## src/rxq_pkg.sv

```systemverilog
// Receive read queue shared types
package rxq_pkg;

  // Width of one queue word
  localparam int unsigned DataWidth = 32;

  // Width of each software threshold field
  localparam int unsigned ThldWidth = 3;

  // Producer write, accepted whenever valid is high
  typedef struct packed {
    logic                 valid;
    logic [DataWidth-1:0] data;
  } rxq_wr_t;

  // Software-set trigger thresholds
  typedef struct packed {
    logic [ThldWidth-1:0] start_thld;
    logic [ThldWidth-1:0] ready_thld;
  } rxq_thld_cfg_t;

  // Queue status flags, depth travels on its own port
  typedef struct packed {
    logic empty;
    logic full;
    logic start_trig;
    logic ready_trig;
  } rxq_status_t;

  // Control FSM states
  typedef enum logic [1:0] {
    IDLE  = 2'd0,
    FETCH = 2'd1,
    CLEAR = 2'd2
  } rxq_state_e;

endpackage

```

## src/rxq_fifo.sv

```systemverilog
// Receive queue FIFO storage
module rxq_fifo import rxq_pkg::*; #(
  parameter int unsigned Depth = 8,
  localparam int unsigned DepthWidth = $clog2(Depth + 1),
  localparam int unsigned PtrWidth = (Depth > 1) ? $clog2(Depth) : 1
) (
  input  logic                  clk_i,
  input  logic                  rst_ni,
  input  rxq_wr_t               wr_i,
  input  logic                  pop_i,
  input  logic                  clr_i,
  output logic [DataWidth-1:0]  rdata_o,
  output logic [DepthWidth-1:0] depth_o,
  output logic                  empty_o,
  output logic                  full_o
);

  logic [DataWidth-1:0]  mem_q [Depth];
  logic [PtrWidth-1:0]   wptr_q;
  logic [PtrWidth-1:0]   rptr_q;
  logic [PtrWidth-1:0]   wr_idx;
  logic [DepthWidth-1:0] cnt_q;
  logic                  push;

  // Pointer advance with wrap for any depth
  function automatic logic [PtrWidth-1:0] ptr_inc(input logic [PtrWidth-1:0] ptr);
    return (ptr == PtrWidth'(Depth - 1)) ? '0 : ptr + 1'b1;
  endfunction

  assign push = wr_i.valid;

  // A write during clear lands in the first slot
  assign wr_idx = clr_i ? '0 : wptr_q;

  always_ff @(posedge clk_i) begin
    if (push) begin
      mem_q[wr_idx] <= wr_i.data;
    end
  end

  always_ff @(posedge clk_i or negedge rst_ni) begin
    if (!rst_ni) begin
      wptr_q <= '0;
      rptr_q <= '0;
      cnt_q  <= '0;
    end else begin
      if (push) begin
        wptr_q <= ptr_inc(wr_idx);
      end else if (clr_i) begin
        wptr_q <= '0;
      end

      if (clr_i) begin
        rptr_q <= '0;
        cnt_q  <= DepthWidth'(push);
      end else begin
        if (pop_i) begin
          rptr_q <= ptr_inc(rptr_q);
        end
        cnt_q <= cnt_q + DepthWidth'(push) - DepthWidth'(pop_i);
      end
    end
  end

  assign rdata_o = mem_q[rptr_q];
  assign depth_o = cnt_q;
  assign empty_o = (cnt_q == '0);
  assign full_o  = (cnt_q == DepthWidth'(Depth));

  // Producer credits must keep the queue from overflowing
  a_no_push_full: assert property (@(posedge clk_i) disable iff (!rst_ni)
    !(push && full_o));

  a_no_pop_empty: assert property (@(posedge clk_i) disable iff (!rst_ni)
    !(pop_i && empty_o));

endmodule

```

## src/rxq_credit_counter.sv

```systemverilog
// Producer credit counter
module rxq_credit_counter #(
  parameter int unsigned Depth = 8,
  localparam int unsigned DepthWidth = $clog2(Depth + 1)
) (
  input  logic                  clk_i,
  input  logic                  rst_ni,
  input  logic                  pop_i,
  input  logic                  drop_i,
  input  logic [DepthWidth-1:0] drop_cnt_i,
  output logic                  credit_o
);

  logic [DepthWidth-1:0] cnt_q;
  logic [DepthWidth-1:0] cnt_d;
  logic                  issue;
  logic                  credit_q;

  // One credit leaves per cycle while any are pending
  assign issue = (cnt_q != '0);

  always_comb begin
    cnt_d = cnt_q - DepthWidth'(issue) + DepthWidth'(pop_i);
    // Entries lost in a clear come back as credits
    if (drop_i) begin
      cnt_d = cnt_d + drop_cnt_i;
    end
  end

  // Every entry starts out as a pending credit
  always_ff @(posedge clk_i or negedge rst_ni) begin
    if (!rst_ni) begin
      cnt_q    <= DepthWidth'(Depth);
      credit_q <= 1'b0;
    end else begin
      cnt_q    <= cnt_d;
      credit_q <= issue;
    end
  end

  assign credit_o = credit_q;

  // Pending plus issued credits plus occupancy stay at Depth
  a_cnt_bound: assert property (@(posedge clk_i) disable iff (!rst_ni)
    cnt_q <= DepthWidth'(Depth));

endmodule

```

## src/rxq_thld.sv

```systemverilog
// Queue threshold triggers
module rxq_thld import rxq_pkg::*; #(
  parameter int unsigned Depth = 8,
  parameter bit ThldIsPow = 1'b1,
  parameter bit LimitReadyThld = 1'b0,
  localparam int unsigned DepthWidth = $clog2(Depth + 1)
) (
  input  logic                  clk_i,
  input  logic                  rst_ni,
  input  rxq_thld_cfg_t         thld_cfg_i,
  input  logic [DepthWidth-1:0] depth_i,
  output logic                  start_trig_o,
  output logic                  ready_trig_o,
  output logic [ThldWidth-1:0]  ready_thld_o
);

  // Wide enough for 2^(2^ThldWidth)
  localparam int unsigned EffWidth = (1 << ThldWidth) + 1;
  localparam logic [ThldWidth-1:0] ClampCount = ThldWidth'(Depth - 1);
  localparam logic [ThldWidth-1:0] ClampPow = ThldWidth'($clog2(Depth) - 1);

  logic [ThldWidth-1:0]  ready_thld_q;
  logic [ThldWidth-1:0]  ready_thld_d;
  logic [DepthWidth-1:0] free_entries;

  // Entry count a threshold field stands for
  function automatic logic [EffWidth-1:0] eff_thld(input logic [ThldWidth-1:0] v);
    if (ThldIsPow) begin
      return EffWidth'(1) << (int'(v) + 1);
    end
    return EffWidth'(v);
  endfunction

  // Clamp so the ready level stays within the queue
  always_comb begin
    ready_thld_d = thld_cfg_i.ready_thld;
    if (LimitReadyThld && (32'(eff_thld(thld_cfg_i.ready_thld)) >= Depth)) begin
      ready_thld_d = ThldIsPow ? ClampPow : ClampCount;
    end
  end

  always_ff @(posedge clk_i or negedge rst_ni) begin
    if (!rst_ni) begin
      ready_thld_q <= '0;
    end else begin
      ready_thld_q <= ready_thld_d;
    end
  end

  assign free_entries = DepthWidth'(Depth) - depth_i;

  // A zero field disables its trigger
  assign start_trig_o = (thld_cfg_i.start_thld != '0) &&
                        (32'(free_entries) >= 32'(eff_thld(thld_cfg_i.start_thld)));
  assign ready_trig_o = (ready_thld_q != '0) &&
                        (32'(depth_i) >= 32'(eff_thld(ready_thld_q)));

  assign ready_thld_o = ready_thld_q;

endmodule

```

## src/rxq_ctrl_fsm.sv

```systemverilog
// Software read and reset control
module rxq_ctrl_fsm import rxq_pkg::*; (
  input  logic                 clk_i,
  input  logic                 rst_ni,
  input  logic                 req_i,
  input  logic                 reg_rst_i,
  input  logic                 empty_i,
  input  logic [DataWidth-1:0] rdata_i,
  output logic                 pop_o,
  output logic                 clr_o,
  output logic                 ack_o,
  output logic [DataWidth-1:0] data_o,
  output logic                 reg_rst_we_o
);

  rxq_state_e           state_q;
  rxq_state_e           state_d;
  logic                 rst_req;
  logic                 ack_q;
  logic                 rst_we_q;
  logic [DataWidth-1:0] data_q;

  // Ignore the reset bit while its write-back is in flight
  assign rst_req = reg_rst_i && !rst_we_q;

  always_comb begin
    state_d = state_q;
    pop_o   = 1'b0;
    clr_o   = 1'b0;
    unique case (state_q)
      IDLE: begin
        if (rst_req) begin
          state_d = CLEAR;
        end else if (req_i) begin
          state_d = FETCH;
        end
      end
      FETCH: begin
        // Wait here until a word arrives
        if (rst_req) begin
          state_d = CLEAR;
        end else if (!empty_i) begin
          pop_o   = 1'b1;
          state_d = IDLE;
        end
      end
      CLEAR: begin
        clr_o   = 1'b1;
        state_d = IDLE;
      end
      default: state_d = IDLE;
    endcase
  end

  always_ff @(posedge clk_i or negedge rst_ni) begin
    if (!rst_ni) begin
      state_q  <= IDLE;
      ack_q    <= 1'b0;
      data_q   <= '0;
      rst_we_q <= 1'b0;
    end else begin
      state_q  <= state_d;
      ack_q    <= pop_o;
      data_q   <= pop_o ? rdata_i : '0;
      rst_we_q <= clr_o;
    end
  end

  assign ack_o        = ack_q;
  assign data_o       = data_q;
  assign reg_rst_we_o = rst_we_q;

  // Software read requests are single-cycle pulses
  a_req_pulse: assert property (@(posedge clk_i) disable iff (!rst_ni)
    req_i |=> !req_i);

endmodule

```

## src/rx_read_queue.sv

```systemverilog
// Receive read queue top level
module rx_read_queue import rxq_pkg::*; #(
  parameter int unsigned Depth = 8,
  parameter bit ThldIsPow = 1'b1,
  parameter bit LimitReadyThld = 1'b0,
  localparam int unsigned DepthWidth = $clog2(Depth + 1)
) (
  input  logic                  clk_i,
  input  logic                  rst_ni,
  input  rxq_wr_t               wr_i,
  output logic                  credit_o,
  input  logic                  req_i,
  output logic                  ack_o,
  output logic [DataWidth-1:0]  data_o,
  input  rxq_thld_cfg_t         thld_cfg_i,
  output logic [ThldWidth-1:0]  ready_thld_o,
  output rxq_status_t           status_o,
  output logic [DepthWidth-1:0] depth_o,
  input  logic                  reg_rst_i,
  output logic                  reg_rst_we_o
);

  logic                  fifo_pop;
  logic                  fifo_clr;
  logic [DataWidth-1:0]  fifo_rdata;
  logic [DepthWidth-1:0] fifo_depth;
  logic                  fifo_empty;
  logic                  fifo_full;
  logic                  start_trig;
  logic                  ready_trig;

  rxq_fifo #(.Depth(Depth)) i_fifo (
    .clk_i, .rst_ni, .wr_i,
    .pop_i(fifo_pop), .clr_i(fifo_clr), .rdata_o(fifo_rdata),
    .depth_o(fifo_depth), .empty_o(fifo_empty), .full_o(fifo_full)
  );

  // Cleared entries are returned to the producer as credits
  rxq_credit_counter #(.Depth(Depth)) i_credit (
    .clk_i, .rst_ni, .pop_i(fifo_pop), .drop_i(fifo_clr),
    .drop_cnt_i(fifo_depth), .credit_o
  );

  rxq_thld #(.Depth(Depth), .ThldIsPow(ThldIsPow), .LimitReadyThld(LimitReadyThld)) i_thld (
    .clk_i, .rst_ni, .thld_cfg_i, .depth_i(fifo_depth),
    .start_trig_o(start_trig), .ready_trig_o(ready_trig), .ready_thld_o
  );

  rxq_ctrl_fsm i_ctrl (
    .clk_i, .rst_ni, .req_i, .reg_rst_i, .empty_i(fifo_empty), .rdata_i(fifo_rdata),
    .pop_o(fifo_pop), .clr_o(fifo_clr), .ack_o, .data_o, .reg_rst_we_o
  );

  assign status_o = '{empty: fifo_empty, full: fifo_full,
                      start_trig: start_trig, ready_trig: ready_trig};
  assign depth_o  = fifo_depth;

endmodule

```

## config.mk

```make
export PLATFORM = sky130hd
export DESIGN_NAME = rx_read_queue
export DESIGN_NICKNAME = d
export VERILOG_FILES = /design/src/rxq_pkg.sv /design/src/rxq_fifo.sv /design/src/rxq_credit_counter.sv /design/src/rxq_thld.sv /design/src/rxq_ctrl_fsm.sv /design/src/rx_read_queue.sv
export SDC_FILE = /design/constraint.sdc
export NUM_CORES = 1
export LEC_CHECK = 0
export BUFFER_PORTS_ARGS = -buffer_cell sky130_fd_sc_hd__buf_4
export CAP_MARGIN = 15
export CORE_ASPECT_RATIO = 1.1
export CORE_MARGIN = 2
export CORE_UTILIZATION = 35
export DETAILED_ROUTE_END_ITERATION = 12
export PLACE_DENSITY = 0.59
export SYNTH_ARGS = -nofsm -noshare
export SYNTH_HDL_FRONTEND = slang
export SYNTH_SLANG_ARGS = --single-unit
```

## constraint.sdc

```tcl
create_clock -name clk_i -period 6.4 [get_ports clk_i]
set_clock_uncertainty 0.15 [all_clocks]
set_input_delay 0.32 -clock clk_i [delete_from_list [all_inputs] [get_ports clk_i]]
set_output_delay 0.32 -clock clk_i [all_outputs]
set_load 0.05 [all_outputs]
```

Yosys cells after proc, flatten, opt, wreduce, memory -nomap -nowiden
Memory sizes are Yosys's and may differ from the RTL's.
Index checks and enable logic that the tools add are counted.
- output and inout bits: 46
- register bits: 54
- memories kept: 1
- bits in writable memories: 256
- word-level logic and storage cells: 63
- input bits: 43
- muxes and demuxes: 20
- reductions and logical operators: 11
- eq/ne operators: 7
- add/subtract/negate cells: 10
- shifts and indexed selects: 2
- magnitude comparators: 2
- memories (memory ; depth ; width ; read ports ; clocked after Yosys merged registers in ; write ports ; line ; text):
    i_fifo.mem_q ; 8 ; 32 ; 1 ; 0 ; 1 ; rxq_fifo.sv:18 ; logic [DataWidth-1:0] mem_q [Depth];
- operator list (operator ; count):
    1-bit by 32-bit left shift with 9-bit output, first input constant ; 2
    32-bit 2-to-1 mux ; 1
    4-bit by 9-bit >= comparator with 1-bit output ; 2
    3-bit 2-to-1 mux ; 6
    3-bit by 1-bit adder with 4-bit output, second input constant ; 2
    4-bit by 1-bit adder with 4-bit output ; 2
    2-bit 2-to-1 mux ; 4
    4-bit 2-to-1 mux ; 2
    4-bit by 1-bit subtractor with 4-bit output ; 2
    3-bit by 1-bit adder with 3-bit output, second input constant ; 2
    3-bit == test, second input constant ; 2
    1-bit 2-to-1 mux ; 6
    3-bit nonzero test ; 2
    4-bit adder ; 1
    4-bit == test, second input constant ; 1
    4-bit logical NOT ; 1
    2-bit case mux with 2 select lines ; 1
    4-bit nonzero test ; 1
    4-bit subtractor, first input constant ; 1
    1-bit logical AND ; 3
    3-bit by 2-bit != test with 1-bit output, second input constant ; 1
    3-bit != test, second input constant ; 1
    2-bit by 1-bit == test with 1-bit output, second input constant ; 1
    2-bit == test, second input constant ; 1
    other kinds (4) ; 4

Depth between registers and ports, before layout
- depth after elaboration: 7
- gate-level depth with buffers: 16
- gate-level depth less buffers: 14

By module
A second synthesis with hierarchy kept.
- cells, all modules: 607
- area, all modules: 12762.2 um^2
- modules (own cells, without submodules) (module ; sequential area each (um^2) ; area an instance (um^2) ; times used ; cells an instance):
    rxq_fifo ; 7937.6 ; 10401.2 ; 1 ; 439
    rxq_ctrl_fsm ; 900.9 ; 1570.3 ; 1 ; 87
    rxq_credit_counter ; 126.4 ; 412.9 ; 1 ; 37
    rxq_thld ; 75.1 ; 347.8 ; 1 ; 40
    rx_read_queue ; 0.0 ; 30.0 ; 1 ; 4

Least setup slack after synthesis
Ideal clock, no wire load.
- kind: flip-flop to flip-flop
- start point: register i_ctrl.state_q[1]
- end point: memory i_fifo.mem_q[2][0] (enable)
- period minus slack after synthesis: 4917 ps
- setup time: 513 ps
- stages on the path, launching flop included: 5
- data required time: 5737 ps
- arrival time: 4254 ps
- buffers on the path: 1
- slack: 1483 ps
- path through: dfrtp_1 > nand2b_1 > clkbuf_1 > nand2_1 > nor4b_1
- longest elaborated chain between the ends: 3
- ends and longest elaborated chain (what ; line ; text):
    start: declaration ; rxq_ctrl_fsm.sv:16 ; rxq_state_e state_q;
    start signal: assignment ; rxq_ctrl_fsm.sv:62 ; state_q <= state_d;
    2-bit == test ; rxq_ctrl_fsm.sv:30 ; unique case (state_q)
    1-bit 2-to-1 mux ; rxq_ctrl_fsm.sv:30 ;
    3-bit 2-to-1 mux ; - ;
    end: declaration ; rxq_fifo.sv:18 ;
No other way between the ends.

Worst setup path after layout
- start point: register i_fifo.cnt_q[1] (netlist: i_fifo.depth_o[1])
- end point: register i_credit.cnt_q[3]
- longest elaborated chain between the ends: 7
- ends and longest elaborated chain (what ; line ; text):
    start: declaration ; rxq_fifo.sv:22 ; logic [DepthWidth-1:0] cnt_q;
    start signal: assignment ; rxq_fifo.sv:55 ; cnt_q <= DepthWidth'(push);
    start signal: assignment ; rxq_fifo.sv:60 ; cnt_q <= cnt_q + DepthWidth'(push) - DepthWidth'(pop_i);
    4-bit logical NOT ; rxq_fifo.sv:67 ; assign empty_o = (cnt_q == '0);
    1-bit 2-to-1 mux ; rxq_ctrl_fsm.sv:42 ; end else if (!empty_i) begin
    1-bit 2-to-1 mux ; rxq_ctrl_fsm.sv:40 ; if (rst_req) begin
    1-bit 2-to-1 mux ; rxq_ctrl_fsm.sv:30 ;
    4-bit by 1-bit adder with 4-bit output ; rxq_credit_counter.sv:23 ; cnt_d = cnt_q - DepthWidth'(issue) + DepthWidth'(pop_i);
    4-bit adder ; rxq_credit_counter.sv:26 ; cnt_d = cnt_d + drop_cnt_i;
    4-bit 2-to-1 mux * ; rxq_credit_counter.sv:25 ; if (drop_i) begin
    named net i_credit.cnt_d[3] ; rxq_credit_counter.sv:15 ; logic [DepthWidth-1:0] cnt_d;
    end signal: assignment ; rxq_credit_counter.sv:33 ; cnt_q <= DepthWidth'(Depth);
    end signal: assignment ; rxq_credit_counter.sv:36 ; cnt_q <= cnt_d;
    end: declaration ; rxq_credit_counter.sv:14 ; logic [DepthWidth-1:0] cnt_q;
Mark *: on every way through the listed nets, which the timed path passes. The rest lies on a longest branch.
A chain may end at the register's enable or synchronous reset.

==> key figures <==
Flow run
  • Max_cap viols: 0

Setup path
  • Critical-path top delay cell: or4b_4
  • Arrival time at the worst endpoint: 4450 ps
  • CP Launch Type: register
  • Critical path type: reg2reg
  • CP cell instances: inv_1, ha_1, and2_4, or4b_4, ha_1, inv_1, ha_1, fa_1, xor2_1, ha_1, a21oi_1, a211o_1, nand2_1, xnor2_1
  • CP max FO: 38
  • CP max stage delay: about 800 ps
  • Crit-path leading delay family: adder cells
  • CP required: roughly 6700 ps
  • R2R Setup Slk: 2230 ps
  • Crit-path most repeated cell: ha_1
  • CP Buf/Inv Count: 2
  • Crit path capture type: register

CTS
  • CTS tree: done
  • Num CTS Buffers: 34
  • TritonCTS Sinks: 310
  • Maximum clock insertion buffer count: 3
  • Clock latency on the worst-skew pair: between 500 and 600 ps
  • H-tree depth: 2
  • Root Driver: clkbuf_16
  • Setup bufs post-CTS: 0
  • Clk slew on worst S/H paths: about 60 ps

Floorplanning
  • # rows: between 70 and 80
  • Ports: 89
  • Core Box Area: about 34000 µm²
  • Initial Utilization: approximately 36%
  • Die area: 36380 µm²
  • Die Width: between 150 and 200 µm
  • Die Span Y: about 200 µm

Yosys
  • Yosys reg bits: 310
  • Largest area contributor in the netlist: edfxtp_1
  • Gate count of the mapped netlist: around 600
  • Synth top cells by count: edfxtp_1, mux4_2, dfrtp_1, nor2_1, mux2i_1
  • Syn Area/Cell: between 15 and 20 µm²
  • Post-synth EDFFs: between 200 and 300
  • Distinct cells, synth: 39
  • Top-area cell type share of the netlist area: about 63%
  • Cell area after synthesis: roughly 12000 µm²
  • Yosys warns: 0
  • Asr flop ratio synth: 17.42%
  • Most numerous cell in the Yosys netlist: edfxtp_1
  • Syn Nets: just under 700
  • Top FF cell, synth: edfxtp_1
  • Register area share after synthesis: around 74%
  • Synth area leaders: edfxtp_1, mux4_2, dfrtp_1, ha_1, mux2i_1

GRT
  • Pin count of the biggest net entering global routing: 67
  • GRT Util Overall: around 14%
  • GRT Residual Overflow: 0
  • First-pass GRT wire length: around 37000 µm
  • Vias in the first global route: roughly 6.2k
  • Antenna violations before repair: 0

Placed design
  • DP HPWL: 12790 µm
  • Placed Instance Area: 13380 µm²
  • Post-Place Cells: roughly 1.1k
  • GP Congestion: roughly 0.73
  • IO Port Bufs: 88

Timing
  • Final Hold Fails: 0
  • Final Setup Violations: 0
  • Worst Tran Pin Value: 1007 ps
  • Fin crit share: about two thirds
  • Max frequency: about 0.24 GHz
  • Pins Over Slew Limit: 0
  • Hold WS: between 70 and 80 ps
  • Final min period: around 4200 ps
  • RSZ-0062 raised after global routing: no
  • Setup TNS: 0 ps
  • Slew margin rel.: between 30 and 40%

Routing
  • Pre-antenna DRT Iters: 4
  • Vias: roughly 5.9k
  • Antenna Nets Post-Route: 0
  • Number of remaining DRC errors: 0
  • DR WL/cell: 19.62 µm
  • Vias/cell: slightly below 5
  • Initial DRC Count: ~380
  • WL final: approximately 24000 µm

Layout
  • Area Overhead vs Synth: 22.05%
  • Nets: 840
  • Finished Layout Cells: 1227
  • ANT cells: 0
  • Share of cells above drive strength 1: ~29%
  • Post-route cell area: ~15000 µm²

Pwr
  • Power Dens Cells: roughly 400 nW/µm²
  • Worst VDD drop: 0.2065 mV
  • Leak: roughly 5.3 nW

Outcome
  • Outcome: finished, final reports clean

Hold path
  • HP Class: in2reg
## power by group
group	total, mW	internal, mW	leakage (nW)	switching (mW)
Combinational	1.39	0.633	1.70	0.756
Sequential	2.63	2.45	3.03	0.183
Clock	1.95	1.18	0.542	0.766
## worst paths after layout
kind	start	endpoint	depth (start not counted)
max	i_fifo.depth_o[1]	i_credit.cnt_q[3]	14
min	reg_rst_i	i_ctrl.state_q[0]	3
max reg2reg	i_fifo.depth_o[1]	i_credit.cnt_q[3]	14
min reg2reg	i_ctrl.state_q[1]	i_ctrl.state_q[1]	1
max in group asynchronous	rst_ni	i_fifo.rptr_q[1]	2
min in group asynchronous	rst_ni	i_ctrl.data_o[29]	2
## through the flow
stage / setup WS (ps) / total power, mW / utilization [%]
after floorplan: 1483 / 3.697 / -
after global placement: 2253 / 4.056 / 39.03
after detailed placement: 2201 / 4.077 / 39.03
after CTS: 2185 / 6.056 / 43.44
after global routing: 2034 / 6.278 / 43.44
final: 2228 / 5.969 / 43.44
## area by class of cell
cell class                 instances  area [µm²]
timing repair buffer             138        1131
tap                              438       548.0
inverter                          17       63.81
sequential                       310        9049
clock buffer                      49       968.4
fill                            3018       19390
multi-input combinational        262        2973
clock inverter                    13       162.7
## routing by layer
metal | wire (µm) | vias to the layer above | track usage (%)
li1 | - | 2710 | -
met1 | 10990 | 3041 | 18.55
met2 | 11560 | 132 | 22.46
met3 | 1150 | 33 | 2.667
met4 | 373 | 0 | 3.286
met5 | 0 | - | 0
## state kept, by name, indices dropped and copies added (netlist names), 2 cells and up
signal,flops
i_thld.ready_thld_o,3
i_credit.cnt_q,4
i_ctrl.state_q,2
i_fifo.depth_o,4
i_fifo.rptr_q,3
i_fifo.mem_q,256
i_fifo.wptr_q,3
i_ctrl.data_o,32
## kinds of logic after synthesis
| logic type | count (synthesis) | synth area share (%) |
|---|---|---|
| buffers and inverters | 46 | 1.917 |
| AND/OR/NAND/NOR | 97 | 3.732 |
| adder cells (fa/ha/maj) | 34 | 3.670 |
| multiplexers | 100 | 14.76 |
| AO/OA/AOI/OAI | 21 | 1.128 |
| flip-flops | 310 | 74.07 |
| XOR/XNOR | 10 | 0.7176 |
## tightest hold or removal path: cells and delay by family
kind | cells | cell delay (ps)
simple gates | 2 | 280
buf+inv | 1 | 80
## cell usage in the layout (no fill, tap or decap), drive strengths merged, types with 3 or more instances in the layout
cell type / n
inv: 17
fa: 3
buf: 100
clkinv: 8
dfrtp: 53
bufinv: 3
nor2: 43
edfxtp: 256
dlygate4sd3: 38
xor2: 5
nor3: 6
mux2i: 36
mux4: 64
ha: 31
nand2: 21
nand2b: 3
o21ai: 3
clkbuf: 49
and2: 8
nor2b: 4
xnor2: 5
a21oi: 7
nand3b: 3
## timing repair
item / CTS / global route
gates resized for setup: 0 / 0
hold buffers: 38 / 0
endpoints found under the hold margin: 317 / 0
No activity file was read; power rests on OpenSTA's default activity.
